**config.mk**
```make
export PLATFORM = sky130hd
export DESIGN_NAME = chip_core
export DESIGN_NICKNAME = d
export VERILOG_FILES = /design/src/common/chip_pkg.sv /design/src/logic/reset_sync.sv /design/src/logic/bus_fabric.sv /design/src/padring/pad_cfg_regs.sv /design/src/padring/pad_mux.sv /design/src/gpio/gpio_port.sv /design/src/logic/chip_core.sv
export SDC_FILE = /design/constraint.sdc
export NUM_CORES = 1
export LEC_CHECK = 0
export CAP_MARGIN = 20
export CORE_UTILIZATION = 55
export DETAILED_ROUTE_END_ITERATION = 7
export DONT_BUFFER_PORTS = 1
export PLACE_DENSITY_LB_ADDON = 0.3
export SLEW_MARGIN = 20
export SYNTH_ARGS = -nofsm -noshare
export SYNTH_HDL_FRONTEND = slang
export SYNTH_SLANG_ARGS = --single-unit
```
**constraint.sdc**
```tcl
create_clock -name hclk -period 26.1 [get_ports hclk]
set_input_delay 5.22 -clock hclk [delete_from_list [all_inputs] [get_ports hclk]]
set_output_delay 5.22 -clock hclk [all_outputs]
set_load 0.01 [all_outputs]
```
**src/common/chip_pkg.sv**
```systemverilog
package chip_pkg;

  //--------------------------------------------------------------------
  // sizes
  //--------------------------------------------------------------------
  localparam int num_pads  = 8;                        // all pads carry gpio
  localparam int gpio_w    = num_pads;                 // one gpio bit per pad
  localparam int pad_ctl_w = 9;                        // attr + drive

  //--------------------------------------------------------------------
  // address map
  //--------------------------------------------------------------------
  localparam logic [31:0] pad_cfg_base = 32'h4002_0000;  // pad config slave
  localparam logic [31:0] gpio_base    = 32'h4003_0000;  // gpio slave
  localparam logic [31:0] base_mask    = 32'hffff_0000;  // slave select bits

  // pad config block offsets
  localparam logic [7:0] pad_cfg_off = 8'h00;          // pad n at 4*n
  localparam logic [7:0] irq_ctl_off = 8'h20;          // bit 0 host irq enable
  localparam logic [7:0] sig_off     = 8'h24;          // read only

  // gpio block offsets
  localparam logic [7:0] gpio_out_off  = 8'h00;
  localparam logic [7:0] gpio_in_off   = 8'h04;        // synchronized pads
  localparam logic [7:0] gpio_mask_off = 8'h08;        // irq mask
  localparam logic [7:0] gpio_stat_off = 8'h0c;        // sticky, write 1 to clear

  localparam logic [31:0] chip_signature = 32'hc0fe_e001;

  //--------------------------------------------------------------------
  // pad encodings
  //--------------------------------------------------------------------
  typedef enum logic [1:0] {
    mode_func  = 2'b00,                                // gpio bit
    mode_level = 2'b01,                                // static level bit
    mode_irq   = 2'b10,                                // host interrupt
    mode_input = 2'b11                                 // input only, drive 0
  } pad_mode_t;

  localparam logic [1:0] drv_out = 2'b10;
  localparam logic [1:0] drv_in  = 2'b11;

  //--------------------------------------------------------------------
  // bus types
  //--------------------------------------------------------------------
  typedef struct packed {
    logic [31:0] addr;
    logic        write;
    logic [31:0] wdata;
  } bus_req_t;

  typedef struct packed {
    logic [31:0] rdata;
    logic        err;                                  // unmapped address
  } bus_rsp_t;

  typedef struct packed {
    logic        sel;                                  // accept cycle only
    logic        write;
    logic [7:0]  offset;                               // low address byte
    logic [31:0] wdata;
  } slv_req_t;

  // pad configuration word, raw on the bus, fields at the pad
  typedef struct packed {
    logic [6:0] rsvd31;                                // 31:25
    logic       level;                                 // 24
    logic [2:0] rsvd23;                                // 23:21
    logic       override;                              // 20, use drive field
    logic [1:0] rsvd19;                                // 19:18
    pad_mode_t  mode;                                  // 17:16
    logic [6:0] rsvd15;                                // 15:9
    logic [6:0] attr;                                  // 8:2 to pad as is
    logic [1:0] drive;                                 // 1:0
  } pad_cfg_fld_t;

  typedef union packed {
    logic [31:0]  raw;
    pad_cfg_fld_t fld;
  } pad_cfg_u;

endpackage

```
**src/logic/reset_sync.sv**
```systemverilog
module reset_sync (
  input  logic hclk,
  input  logic nreset,                                 // raw pad reset
  output logic rst_sync_n                              // to every other block
);

  logic sync0;
  logic sync1;
  logic sync2;

  // release ripples through three flops
  always_ff @(posedge hclk or negedge nreset) begin
    if (!nreset) begin
      sync0 <= 1'b0;
      sync1 <= 1'b0;
      sync2 <= 1'b0;
    end else begin
      sync0 <= 1'b1;
      sync1 <= sync0;
      sync2 <= sync1;
    end
  end

  // assert at once, release on the third edge
  assign rst_sync_n = sync2 & nreset;

endmodule

```
**src/logic/bus_fabric.sv**
```systemverilog
module bus_fabric import chip_pkg::*; (
  input  logic        hclk,
  input  logic        rst_n,
  input  bus_req_t    req,                             // from outside master
  input  logic        req_valid,
  output logic        req_ready,
  output bus_rsp_t    rsp,
  output logic        rsp_valid,
  input  logic        rsp_ready,
  output slv_req_t    pad_req,                         // pad config slave
  input  logic [31:0] pad_rdata,
  output slv_req_t    gpio_req,                        // gpio slave
  input  logic [31:0] gpio_rdata
);

  logic     accept;
  logic     pad_hit;
  logic     gpio_hit;
  bus_rsp_t rsp_next;

  // same request to both slaves, only sel differs
  function automatic slv_req_t slv_build(input logic hit, input logic acc, input bus_req_t r);
    slv_req_t s;
    s.sel    = hit & acc;
    s.write  = r.write;
    s.offset = r.addr[7:0];
    s.wdata  = r.wdata;
    return s;
  endfunction

  //--------------------------------------------------------------------
  // handshake
  //--------------------------------------------------------------------
  // stall only while a response waits on the master
  assign req_ready = ~(rsp_valid & ~rsp_ready);
  assign accept    = req_valid & req_ready;

  //--------------------------------------------------------------------
  // decode
  //--------------------------------------------------------------------
  assign pad_hit  = (req.addr & base_mask) == pad_cfg_base;
  assign gpio_hit = (req.addr & base_mask) == gpio_base;

  assign pad_req  = slv_build(pad_hit, accept, req);
  assign gpio_req = slv_build(gpio_hit, accept, req);

  // pick slave read data, error outside both bases
  always_comb begin
    rsp_next.rdata = 32'h0;
    rsp_next.err   = 1'b0;
    if (pad_hit) begin
      rsp_next.rdata = pad_rdata;
    end else if (gpio_hit) begin
      rsp_next.rdata = gpio_rdata;
    end else begin
      rsp_next.err   = 1'b1;                           // rdata stays 0
    end
  end

  //--------------------------------------------------------------------
  // response register
  //--------------------------------------------------------------------
  always_ff @(posedge hclk or negedge rst_n) begin
    if (!rst_n) begin
      rsp_valid <= 1'b0;
    end else if (accept) begin
      rsp_valid <= 1'b1;                               // new one replaces sent one
    end else if (rsp_ready) begin
      rsp_valid <= 1'b0;                               // transferred
    end
  end

  // held stable until the next accept
  always_ff @(posedge hclk) begin
    if (accept) begin
      rsp <= rsp_next;
    end
  end

endmodule

```
**src/padring/pad_cfg_regs.sv**
```systemverilog
module pad_cfg_regs import chip_pkg::*; (
  input  logic        hclk,
  input  logic        rst_n,
  input  slv_req_t    slv,
  input  logic        gpio_irq,                        // or of gpio status
  output logic [31:0] rdata,                           // combinational on offset
  output pad_cfg_u    pad_cfg [num_pads],
  output logic        host_irq
);

  logic [31:0] irq_ctl;                                // bit 0 enable
  logic        wr_en;

  assign wr_en = slv.sel & slv.write;

  //--------------------------------------------------------------------
  // register writes
  //--------------------------------------------------------------------
  always_ff @(posedge hclk or negedge rst_n) begin
    if (!rst_n) begin
      for (int i = 0; i < num_pads; i++) begin
        pad_cfg[i] <= '0;                              // mode_func, no override
      end
      irq_ctl <= 32'h0;                                // host irq off
    end else if (wr_en) begin
      for (int i = 0; i < num_pads; i++) begin
        if (slv.offset == pad_cfg_off + 8'(4 * i)) begin
          pad_cfg[i].raw <= slv.wdata;                 // whole word kept
        end
      end
      if (slv.offset == irq_ctl_off) begin
        irq_ctl <= slv.wdata;
      end
      // sig_off is read only, write dropped
    end
  end

  //--------------------------------------------------------------------
  // read mux
  //--------------------------------------------------------------------
  always_comb begin
    rdata = 32'h0;                                     // holes read 0
    for (int i = 0; i < num_pads; i++) begin
      if (slv.offset == pad_cfg_off + 8'(4 * i)) begin
        rdata = pad_cfg[i].raw;
      end
    end
    if (slv.offset == irq_ctl_off) begin
      rdata = irq_ctl;
    end
    if (slv.offset == sig_off) begin
      rdata = chip_signature;
    end
  end

  // gpio interrupt out to the host when enabled
  assign host_irq = gpio_irq & irq_ctl[0];

endmodule

```
**src/padring/pad_mux.sv**
```systemverilog
module pad_mux import chip_pkg::*; (
  input  pad_cfg_u              pad_cfg [num_pads],   // decoded per pad
  input  logic [gpio_w-1:0]     gpio_out,
  input  logic                  host_irq,
  output logic [num_pads-1:0]   pad_drive,            // value to pad
  output logic [pad_ctl_w-1:0]  pad_ctl [num_pads]    // {attr, drive}
);

  //--------------------------------------------------------------------
  // output select
  //--------------------------------------------------------------------
  always_comb begin
    for (int i = 0; i < num_pads; i++) begin
      pad_drive[i] = 1'b0;                             // input mode default
      case (pad_cfg[i].fld.mode)
        mode_func: begin
          pad_drive[i] = gpio_out[i];                  // gpio bit n on pad n
        end
        mode_level: begin
          pad_drive[i] = pad_cfg[i].fld.level;         // static level
        end
        mode_irq: begin
          pad_drive[i] = host_irq;
        end
        mode_input: begin
          pad_drive[i] = 1'b0;                         // not driven
        end
      endcase
    end
  end

  //--------------------------------------------------------------------
  // pad control word
  //--------------------------------------------------------------------
  always_comb begin
    for (int i = 0; i < num_pads; i++) begin
      pad_ctl[i][pad_ctl_w-1:2] = pad_cfg[i].fld.attr;  // straight through
      if (pad_cfg[i].fld.override) begin
        pad_ctl[i][1:0] = pad_cfg[i].fld.drive;        // software forced
      end else if (pad_cfg[i].fld.mode == mode_input) begin
        pad_ctl[i][1:0] = drv_in;
      end else begin
        pad_ctl[i][1:0] = drv_out;                     // every driving mode
      end
    end
  end

endmodule

```
**src/gpio/gpio_port.sv**
```systemverilog
module gpio_port import chip_pkg::*; (
  input  logic              hclk,
  input  logic              rst_n,
  input  slv_req_t          slv,
  input  logic [gpio_w-1:0] pad_sense,                 // async from pads
  output logic [31:0]       rdata,                     // combinational on offset
  output logic [gpio_w-1:0] gpio_out,
  output logic              gpio_irq
);

  logic [gpio_w-1:0] sync1;                            // first stage
  logic [gpio_w-1:0] sync2;                            // gpio_in value
  logic [gpio_w-1:0] sync_prev;                        // for edge detect
  logic [gpio_w-1:0] irq_mask;
  logic [gpio_w-1:0] irq_stat;                         // sticky
  logic [gpio_w-1:0] rise;
  logic [gpio_w-1:0] stat_clr;
  logic              wr_en;

  assign wr_en = slv.sel & slv.write;

  //--------------------------------------------------------------------
  // input sync and edge detect
  //--------------------------------------------------------------------
  always_ff @(posedge hclk or negedge rst_n) begin
    if (!rst_n) begin
      sync1     <= '0;
      sync2     <= '0;
      sync_prev <= '0;
    end else begin
      sync1     <= pad_sense;
      sync2     <= sync1;
      sync_prev <= sync2;
    end
  end

  assign rise     = sync2 & ~sync_prev & irq_mask;     // masked rising edges
  assign stat_clr = (wr_en && slv.offset == gpio_stat_off) ? slv.wdata[gpio_w-1:0] : '0;

  //--------------------------------------------------------------------
  // registers
  //--------------------------------------------------------------------
  always_ff @(posedge hclk or negedge rst_n) begin
    if (!rst_n) begin
      gpio_out <= '0;
      irq_mask <= '0;                                  // all edges ignored
      irq_stat <= '0;
    end else begin
      if (wr_en && slv.offset == gpio_out_off) begin
        gpio_out <= slv.wdata[gpio_w-1:0];
      end
      if (wr_en && slv.offset == gpio_mask_off) begin
        irq_mask <= slv.wdata[gpio_w-1:0];
      end
      irq_stat <= (irq_stat & ~stat_clr) | rise;       // new edge beats clear
    end
  end

  // read mux, upper bits zero
  always_comb begin
    case (slv.offset)
      gpio_out_off:  rdata = 32'(gpio_out);
      gpio_in_off:   rdata = 32'(sync2);
      gpio_mask_off: rdata = 32'(irq_mask);
      gpio_stat_off: rdata = 32'(irq_stat);
      default:       rdata = 32'h0;
    endcase
  end

  assign gpio_irq = |irq_stat;

endmodule

```
**src/logic/chip_core.sv**
```systemverilog
module chip_core import chip_pkg::*; (
  input  logic                  hclk,
  input  logic                  nreset,
  input  bus_req_t              req,
  input  logic                  req_valid,
  output logic                  req_ready,
  output bus_rsp_t              rsp,
  output logic                  rsp_valid,
  input  logic                  rsp_ready,
  input  logic [gpio_w-1:0]     pad_sense,
  output logic [num_pads-1:0]   pad_drive,
  output logic [pad_ctl_w-1:0]  pad_ctl [num_pads],
  output logic                  host_irq
);

  //--------------------------------------------------------------------
  // internal nets
  //--------------------------------------------------------------------
  logic              rst_sync_n;                       // clean reset for all blocks
  slv_req_t          pad_req;
  slv_req_t          gpio_req;
  logic [31:0]       pad_rdata;
  logic [31:0]       gpio_rdata;
  pad_cfg_u          pad_cfg [num_pads];
  logic [gpio_w-1:0] gpio_out;
  logic              gpio_irq;

  reset_sync u_reset_sync (
    .hclk       (hclk),
    .nreset     (nreset),
    .rst_sync_n (rst_sync_n)
  );

  bus_fabric u_bus_fabric (
    .hclk       (hclk),
    .rst_n      (rst_sync_n),
    .req        (req),
    .req_valid  (req_valid),
    .req_ready  (req_ready),
    .rsp        (rsp),
    .rsp_valid  (rsp_valid),
    .rsp_ready  (rsp_ready),
    .pad_req    (pad_req),
    .pad_rdata  (pad_rdata),
    .gpio_req   (gpio_req),
    .gpio_rdata (gpio_rdata)
  );

  pad_cfg_regs u_pad_cfg_regs (
    .hclk     (hclk),
    .rst_n    (rst_sync_n),
    .slv      (pad_req),
    .gpio_irq (gpio_irq),
    .rdata    (pad_rdata),
    .pad_cfg  (pad_cfg),
    .host_irq (host_irq)                               // also a pad source
  );

  gpio_port u_gpio_port (
    .hclk      (hclk),
    .rst_n     (rst_sync_n),
    .slv       (gpio_req),
    .pad_sense (pad_sense),
    .rdata     (gpio_rdata),
    .gpio_out  (gpio_out),
    .gpio_irq  (gpio_irq)
  );

  pad_mux u_pad_mux (
    .pad_cfg   (pad_cfg),
    .gpio_out  (gpio_out),
    .host_irq  (host_irq),
    .pad_drive (pad_drive),
    .pad_ctl   (pad_ctl)
  );

endmodule

```
* Word level (Yosys, flattened, before mapping)
Index checks and enable logic that the tools add are counted.
Storage, ports and cells: flip-flop bits (word level) 373, input port bits 77, output and inout port bits 116, logic and storage cells 136
Cells by class: eq/ne operators 35, muxes and demuxes 41, bitwise operators 16, reduce and logical (&&, ||, !) cells 23
Operator list (count):
- 32-bit 2-to-1 mux | 12
- 16-bit by 15-bit == test with 1-bit output, second input constant | 2
- 2-bit == test, second input constant | 16
- 8-bit by 5-bit == test with 1-bit output, second input constant | 4
- 1-bit one-hot mux with 4 select lines | 8
- 8-bit one-hot mux with 4 select lines | 1
- 8-bit AND | 3
- 2-bit AND reduction | 9
- 2-bit by 1-bit == test with 1-bit output, second input constant | 8
- 8-bit by 4-bit == test with 1-bit output, second input constant | 2
- 8-bit by 6-bit == test with 1-bit output, second input constant | 2
- 2-bit logical NOT | 8
- 2-bit 2-to-1 mux | 8
- 8-bit inverter | 2
- 1-bit 2-to-1 mux | 11
- 1-bit AND | 8
- 8-bit by 3-bit == test with 1-bit output, second input constant | 1
- 8-bit logical NOT | 1
- 8-bit 2-to-1 mux | 1
- 8-bit bitwise OR | 1
- 8-bit OR reduction | 1
- 1-bit logical AND | 3
- 1-bit inverter | 2
- 2-bit nonzero test | 1

* Longest topological paths before layout
Gate-level depths: netlist of the first run.
depth in word-level cells 12, mapped depth 8, gate-level depth less buffers 5

* By module
Synthesis of the first run repeated with hierarchy kept, for this count alone.
Unflattened totals: cells, all modules 1527, area, all modules 18739.2 µm²
By module, submodules not included:
- pad_cfg_regs | times used 1, cells each 1053, area each 13525.5 µm², sequential area each 7206.9 µm²
- bus_fabric | times used 1, cells each 201, area each 2269.7 µm², sequential area each 1016.0 µm²
- gpio_port | times used 1, cells each 155, area each 2105.8 µm², sequential area each 1201.2 µm²
- pad_mux | times used 1, cells each 113, area each 753.2 µm², sequential area each 0.0 µm²
- reset_sync | times used 1, cells each 5, area each 85.1 µm², sequential area each 75.1 µm²

* Least setup slack after synthesis of the first run
No wires, ideal clock.
path kind in2out, from input port rsp_ready, to output port req_ready, data arrival time 5419 ps, data required time 20880 ps, slack 15461 ps, cell stages on the path 1, path buffers 0, path through nand2b_1
Between the ends: longest elaborated chain between the ends 3
Ends and longest elaborated chain:
- start, declared | line chip_core.sv:9 | input logic rsp_ready,
- 1-bit inverter | line bus_fabric.sv:35 | assign req_ready = ~(rsp_valid & ~rsp_ready);
- 1-bit AND | line bus_fabric.sv:35
- 1-bit inverter | line bus_fabric.sv:35
- end, declared | line chip_core.sv:6 | output logic req_ready,
Every way passes these cells.

* Worst setup path in the final report of the first run
Same ends and word-level chain as after synthesis.

==> results of run 1 <==
## cells in the final DEF, fill, tap and decap left out, types with 4 or more instances in the layout
cell type	instances
sky130_fd_sc_hd__dfrtp_1	340
sky130_fd_sc_hd__mux2_2	294
sky130_fd_sc_hd__nand2_1	71
sky130_fd_sc_hd__nor2_1	70
sky130_fd_sc_hd__o21ai_0	67
sky130_fd_sc_hd__clkbuf_16	44
sky130_fd_sc_hd__a21oi_1	43
sky130_fd_sc_hd__mux2i_1	38
sky130_fd_sc_hd__edfxtp_1	33
sky130_fd_sc_hd__a2111oi_0	21
sky130_fd_sc_hd__buf_4	18
sky130_fd_sc_hd__nand2b_1	16
sky130_fd_sc_hd__a211oi_1	16
sky130_fd_sc_hd__o2bb2ai_1	15
sky130_fd_sc_hd__o211ai_1	15
sky130_fd_sc_hd__nand3_1	12
sky130_fd_sc_hd__mux2_1	12
sky130_fd_sc_hd__nor3_1	11
sky130_fd_sc_hd__o22ai_1	11
sky130_fd_sc_hd__a2bb2oi_1	11
sky130_fd_sc_hd__nor2b_1	10
sky130_fd_sc_hd__mux4_2	10
sky130_fd_sc_hd__a221oi_1	9
sky130_fd_sc_hd__a221o_1	8
sky130_fd_sc_hd__clkbuf_8	8
sky130_fd_sc_hd__clkbuf_1	8
sky130_fd_sc_hd__o31ai_1	6
sky130_fd_sc_hd__nor2_4	6
sky130_fd_sc_hd__a22oi_1	5
sky130_fd_sc_hd__clkinv_2	5
sky130_fd_sc_hd__or4_1	4
sky130_fd_sc_hd__nor4_4	4
sky130_fd_sc_hd__nand4_1	4
## report_power, final
group          total [mW]  switching (mW)  internal (mW)
combinational      0.0320          0.0232        0.00884
clock               0.569           0.230          0.340
sequential          0.593         0.00299          0.590
total                1.19           0.256          0.939
## state kept, by name, indices dropped and copies added, names as in the netlist
name,flops
u_pad_cfg_regs.pad_cfg,256
u_bus_fabric.rsp,33
u_pad_cfg_regs.irq_ctl,32
u_gpio_port.gpio_out,8
u_gpio_port.irq_mask,8
u_gpio_port.irq_stat,8
u_gpio_port.sync1,8
u_gpio_port.sync2,8
u_gpio_port.sync_prev,8
u_bus_fabric.rsp_valid,1
u_reset_sync.sync0,1
u_reset_sync.sync1,1
u_reset_sync.sync2,1
## through the flow
| stage | cell area, um2 | total power [mW] | util [%] |
|---|---|---|---|
| CTS | 18600 | 1.20 | 60.2 |
| finish | 18700 | 1.19 | 60.3 |
| floorplan | 17400 | 0.631 | - |
| global route | 18700 | 1.23 | 60.3 |
| detailed placement | 17300 | 0.636 | 55.9 |
| global placement | 17300 | 0.635 | 55.9 |
## kinds of logic after synthesis
kind of cell	Yosys count	share of synthesized area (%)
compound gates	246	9.53
buf+inv	143	4.79
flops	373	54.5
mux	354	23.3
other cells	1	0.0215
simple gates	247	7.87
## synthesized netlist by cell type, types with 5 or more instances
master                      count  area share (%)
sky130_fd_sc_hd__buf_4         61             2.6
sky130_fd_sc_hd__nand3_1       12            0.34
sky130_fd_sc_hd__o211ai_1      15            0.65
sky130_fd_sc_hd__a2111oi_0     21             1.1
sky130_fd_sc_hd__a221o_1        8            0.46
sky130_fd_sc_hd__mux4_2        10             1.3
sky130_fd_sc_hd__o31ai_1        6            0.26
sky130_fd_sc_hd__and2_1         5            0.18
sky130_fd_sc_hd__nand2b_1      16            0.57
sky130_fd_sc_hd__nand2_1       71             1.5
sky130_fd_sc_hd__o2bb2ai_1     15            0.75
sky130_fd_sc_hd__mux2_1        12            0.78
sky130_fd_sc_hd__mux2_2       294              19
sky130_fd_sc_hd__o21ai_0       67             1.9
sky130_fd_sc_hd__nor2_2         6            0.22
sky130_fd_sc_hd__mux2i_1       38             2.2
sky130_fd_sc_hd__clkbuf_1      35            0.75
sky130_fd_sc_hd__a221oi_1       9            0.45
sky130_fd_sc_hd__a22oi_1        5            0.22
sky130_fd_sc_hd__a2bb2oi_1     11            0.55
sky130_fd_sc_hd__buf_2         37             1.1
sky130_fd_sc_hd__a21oi_1       43             1.2
sky130_fd_sc_hd__nor2b_1       10            0.36
sky130_fd_sc_hd__o22ai_1       11            0.40
sky130_fd_sc_hd__edfxtp_1      33             5.7
sky130_fd_sc_hd__nor3_1        11            0.32
sky130_fd_sc_hd__nor2_1        71             1.5
sky130_fd_sc_hd__dfrtp_1      340              49
sky130_fd_sc_hd__a211oi_1      16            0.69
## final cells by class
class,instances,share of cell area (%)
Clock buffer,60,6.65
Clock inverter,11,0.557
Inverter,4,0.0805
Multi-Input combinational cell,848,38.2
Sequential cell,373,50.9
Tap cell,396,2.66
Timing Repair Buffer,20,0.932
## path summary, 6_finish.rpt
path / endpoint / from / slack, ns / cells after the start
min in group asynchronous: u_pad_cfg_regs.pad_cfg[168] / u_reset_sync.sync2 / 0.39 / 1
min: u_gpio_port.sync2[2] / u_gpio_port.sync1[2] / 0.35 / 0
max reg2reg: u_pad_cfg_regs.pad_cfg[109] / u_bus_fabric.rsp_valid / 23.06 / 6
min reg2reg: u_gpio_port.sync2[2] / u_gpio_port.sync1[2] / 0.35 / 0
max: req_ready / rsp_ready / 15.44 / 1
max in group asynchronous: u_pad_cfg_regs.pad_cfg[143] / nreset / 19.38 / 3
## metal layers
metal / GRT usage [%] / part of all wire (%) / vias to the layer above
met5: 0 / 0.028 / -
met4: 13.3 / 4.3 / 2
met3: 7.98 / 9.8 / 126
met2: 44.8 / 46 / 541
met1: 38.6 / 40 / 5843
li1: - / - / 4831
==> results.json, run 1 <==
{
  "top_fanout_value_on_the_critical_path": 5,
  "vias_after_detailed_routing": 11300,
  "clk_transition_reported_paths_ns": 0.05,
  "port-buffer-count": 0,
  "cts-hold-fix-buffers": 0,
  "crit_family": "simple AND/OR/NAND/NOR gates",
  "design.portCount": 193,
  "insertedDiodeCount": 0,
  "holdCritPathClass": "flop to flop",
  "drive_gt1_share_pct": 32.0,
  "failed_checks": "DRC",
  "cellPowerDensity_nw_per_um2": 64.0,
  "cts-buffers-inserted": 40,
  "route.detailed.drc": 10,
  "cts_tree": "yes",
  "cp.arrival_ns": 5.44,
  "finish.cell_count_without_fillers": 1712,
  "grt_first_pass_wirelength_mm": 71.2,
  "rows": 64,
  "drt-total-wl_mm": 46.2,
  "drt_pass1_iterations": 7,
  "ys_warn_count": 0,
  "async_flop_share_pct": 91.2,
  "cells_traversed_along_the_worst_timing_path": "nand2b_1",
  "clk_tree_root_cell": "sky130_fd_sc_hd__clkbuf_16",
  "rsz0062_at_grt": "false",
  "first_global_vias": 11500,
  "fmax_ghz": 0.0938,
  "gr-total-overflow": 0,
  "syn_inst": 1364,
  "place_hpwl_mm": 29.1,
  "areaGrowthSynthToFinish_pct": 7.08,
  "fin_hold_ws_ns": 0.346,
  "critPathSlowestCell": "sky130_fd_sc_hd__nand2b_1",
  "outcome": "finished with violations",
  "tightestPinTransition_ns": 1.16,
  "synth.cell_area_um2": 17400,
  "post-cts-setup-buffer-count": 0,
  "synth_seq_cells": 373,
  "numClockSinks": 373,
  "yosys.cell_types.count": 67,
  "synthesis.area_per_instance_um2": 12.8,
  "synthesis.nets": 1441,
  "fp.dieW_um": 180,
  "vdd.ir_drop.worst_mv": 0.0543,
  "final_period_minus_worst_setup_slack_ns": 10.66,
  "fin_ws_ns": 15.44,
  "grt_start_max_net_pins": 115,
  "initial_utilization_pct": 56.4,
  "clock-skew-final_ns": 0.0226,
  "worst_setup_end_kind": "output pin",
  "fp.dieH_um": 180,
  "clock_insertion_delay_at_the_later_pin_of_the_skew_report_ns": 0.54,
  "synth_sequential_area_ratio_pct": 54.5,
  "synthFlopType": "sky130_fd_sc_hd__dfrtp_1",
  "drt.antenna.violating_nets": 0,
  "dp_slack_ns": 15.45,
  "cp.buffers_inverters": 0,
  "required_ns": 20.88,
  "ff_latch_area_um2": 9500,
  "critPathLaunchType": "input pin",
  "power.leakage_nw": 8.43,
  "ctsHtreeMaxLevel": 2,
  "route.detailed.wl_per_inst_um": 27.0,
  "final.period_utilization_pct": 40.8,
  "finalNetCount": 1364,
  "gr-usage-all-layers_pct": 29.1,
  "finalHoldViolCount": 0,
  "critical-path-max-stage-delay_ns": 0.22,
  "gp_routability_congestion": 0.848,
  "grt_antenna_before_repair": 1,
  "cts_buffer_depth": 3,
  "dp_cells": 1640,
  "setup_viol": 0,
  "multi_input_comb_area_um2": 7120,
  "core_area_um2": 30900,
  "fp.dieArea_um2": 32400,
  "first_iteration_detailed_routing_drc_count": 1035,
  "final-max-slew-violation-count": 0,
  "fillerInstances": 2490,
  "worstSetupPathType": "input pin to output pin",
  "number_of_synthesized_flops_with_an_enable_pin": 33,
  "timing.max_cap.violations": 0,
  "totalNegativeSetupSlack_ns": 0,
  "timing.max_slew.rel_slack_pct": 22.5,
  "detail_route.vias_per_cell": 6.63,
  "postcts_resize_cnt": 0
}
No activity file was read; power rests on OpenSTA's default activity.
==> run 2, diff against run 1 <==
==> constraint.sdc (replaced) <==
create_clock -name hclk -period 10.5 [get_ports hclk]
set_input_delay 2.1 -clock hclk [delete_from_list [all_inputs] [get_ports hclk]]
set_output_delay 2.1 -clock hclk [all_outputs]
set_load 0.01 [all_outputs]
==> run 2 against run 1 <==
  * The flow still finishes with violations (DRC)
  * Wire length decreased by 0.91%
  * Cell count shrank 0.18%
  * Clock power up 150%
  * Sequential share of layout area up 0.16 points
  * First-iteration DRC count down 13%
==> results.json, run 2 (synthesis results as in run 1) <==
{
  "cp.arrival_ns": 2.92,
  "cp.buffers_inverters": 1,
  "cellPowerDensity_nw_per_um2": 159,
  "cts_buffer_depth": 3,
  "first_global_vias": 11600,
  "core_area_um2": 30900,
  "largest_register_ffs": 256,
  "numClockSinks": 373,
  "place_hpwl_mm": 28.6,
  "finalHoldViolCount": 0,
  "fp.dieW_um": 180,
  "clk_transition_reported_paths_ns": 0.06,
  "grt_antenna_before_repair": 0,
  "grt_first_pass_wirelength_mm": 70.7,
  "vdd.ir_drop.worst_mv": 0.140,
  "post-cts-setup-buffer-count": 0,
  "ctsHtreeMaxLevel": 2,
  "route.detailed.drc": 7,
  "top_fanout_value_on_the_critical_path": 7,
  "gr-usage-all-layers_pct": 28.8,
  "proportion_of_power_drawn_by_flip_flops_and_latches_pct": 49.8,
  "clock-skew-final_ns": 0.0294,
  "fp.dieArea_um2": 32400,
  "finalNetCount": 1362,
  "fin_hold_ws_ns": 0.340,
  "power.leakage_nw": 8.40,
  "commonest_cells_after_routing_fill_and_taps_aside": "sky130_fd_sc_hd__dfrtp_1, sky130_fd_sc_hd__mux2_2, sky130_fd_sc_hd__nand2_1",
  "failed_checks": "DRC",
  "top_regs": "u_pad_cfg_regs.pad_cfg x256, u_bus_fabric.rsp x33, u_pad_cfg_regs.irq_ctl x32",
  "drt-total-wl_mm": 45.8,
  "outcome": "finished with violations",
  "max_layer_used": "met5",
  "worst_setup_end_kind": "output pin",
  "timing.max_slew.rel_slack_pct": 27.1,
  "cts_tree": "yes",
  "final-max-slew-violation-count": 0,
  "cts-hold-fix-buffers": 0,
  "port-buffer-count": 0,
  "clk_tree_root_cell": "sky130_fd_sc_hd__clkbuf_16",
  "critPathSlowestCell": "sky130_fd_sc_hd__o21ai_1",
  "cells_traversed_along_the_worst_timing_path": "or4_1 > o21ai_1 > inv_1 > mux2i_1 > o21ai_0",
  "rsz0062_at_grt": "false",
  "timing.max_cap.violations": 0,
  "final.period_utilization_pct": 47.9,
  "grt_start_max_net_pins": 149,
  "gr-total-overflow": 0,
  "worstSetupPathType": "flop to output pin",
  "swShare_pct": 21.3,
  "drt.antenna.violating_nets": 0,
  "critical-path-max-stage-delay_ns": 0.64,
  "tightestPinTransition_ns": 1.09,
  "drt_pass1_iterations": 8,
  "rows": 64,
  "drive_gt1_share_pct": 31.5,
  "final_period_minus_worst_setup_slack_ns": 5.02,
  "crit_family": "compound AO/OA/AOI/OAI gates",
  "postcts_resize_cnt": 0,
  "first_iteration_detailed_routing_drc_count": 898,
  "dr_wl_met2_mm": 21.2,
  "required_ns": 8.40,
  "layout_commonest_cell": "sky130_fd_sc_hd__dfrtp_1",
  "clock_insertion_delay_at_the_later_pin_of_the_skew_report_ns": 0.55,
  "largest-register": "u_pad_cfg_regs.pad_cfg",
  "areaGrowthSynthToFinish_pct": 6.74,
  "critPathLaunchType": "flop",
  "fmax_ghz": 0.199,
  "design.portCount": 193,
  "fp.dieH_um": 180,
  "insertedDiodeCount": 0,
  "holdCritPathClass": "flop to flop",
  "detail_route.vias_per_cell": 6.62,
  "setup_viol": 0,
  "detailroute.wirelength.met3_mm": 3.91,
  "m1WireLength_mm": 18.9,
  "route.detailed.wl_per_inst_um": 26.8,
  "gp_routability_congestion": 0.850,
  "power.switching_mw": 0.630,
  "vias_after_detailed_routing": 11300,
  "cts-buffers-inserted": 40,
  "power_report.internal_total_mw": 2.33,
  "totalNegativeSetupSlack_ns": 0,
  "initial_utilization_pct": 56.4,
  "clkPwrFrac_pct": 47.5,
  "comb_power_share_pct": 2.7
}
## run 2: layout make-up
type	count	area (um2)
Clock inverter	10	140
Timing Repair Buffer	18	151
Clock buffer	60	1170
Sequential cell	373	9500
Tap cell	396	495
Multi-Input combinational cell	848	7120
Fill cell	2464	12300
Inverter	4	15.0
## run 2: power groups by stage
| stage | registers, mW | clock network (mW) | logic, mW |
|---|---|---|---|
| floorplan | 1.50 | 0 | 0.0708 |
| global placement | 1.50 | 0 | 0.0797 |
| detailed placement | 1.50 | 0 | 0.0804 |
| CTS | 1.47 | 1.42 | 0.0808 |
| global route | 1.47 | 1.48 | 0.0891 |
| finish | 1.47 | 1.41 | 0.0800 |
## run 2: per-layer routing
| metal | up-vias | track usage [%] |
|---|---|---|
| met5 | - | 1.04 |
| met4 | 2 | 11.6 |
| met3 | 121 | 7.86 |
| met2 | 504 | 44.8 |
| met1 | 5844 | 38.4 |
| li1 | 4835 | - |
## run 2: per-stage QoR
step | instance area (um2) | total power, mW | setup slack [ns] | util [%] | std cells
5_1_grt | 18600 | 3.05 | 5.47 | 60.2 | 1709
4_1_cts | 18600 | 2.98 | 5.53 | 60.1 | 1709
6_report | 18600 | 2.96 | 5.48 | 60.2 | 1709
2_1_floorplan | 17400 | 1.57 | 2.75 | - | 1364
3_5_place_dp | 17300 | 1.58 | 5.38 | 55.9 | 1639
3_3_place_gp | 17300 | 1.58 | 5.41 | 55.9 | 1639
## run 2: worst paths after layout
path,start,end,slack (ns),depth (start not counted)
worst min-delay path,u_gpio_port.sync1[7],u_gpio_port.sync2[7],0.34,0
worst min register to register,u_gpio_port.sync1[7],u_gpio_port.sync2[7],0.34,0
worst max-delay path,u_gpio_port.irq_stat[2],pad_drive[6],5.48,5
max in group asynchronous,nreset,u_pad_cfg_regs.pad_cfg[55],7.16,3
worst max register to register,u_bus_fabric.rsp_valid,u_pad_cfg_regs.pad_cfg[29],7.52,6
min in group asynchronous,u_reset_sync.sync2,u_pad_cfg_regs.pad_cfg[42],0.35,1
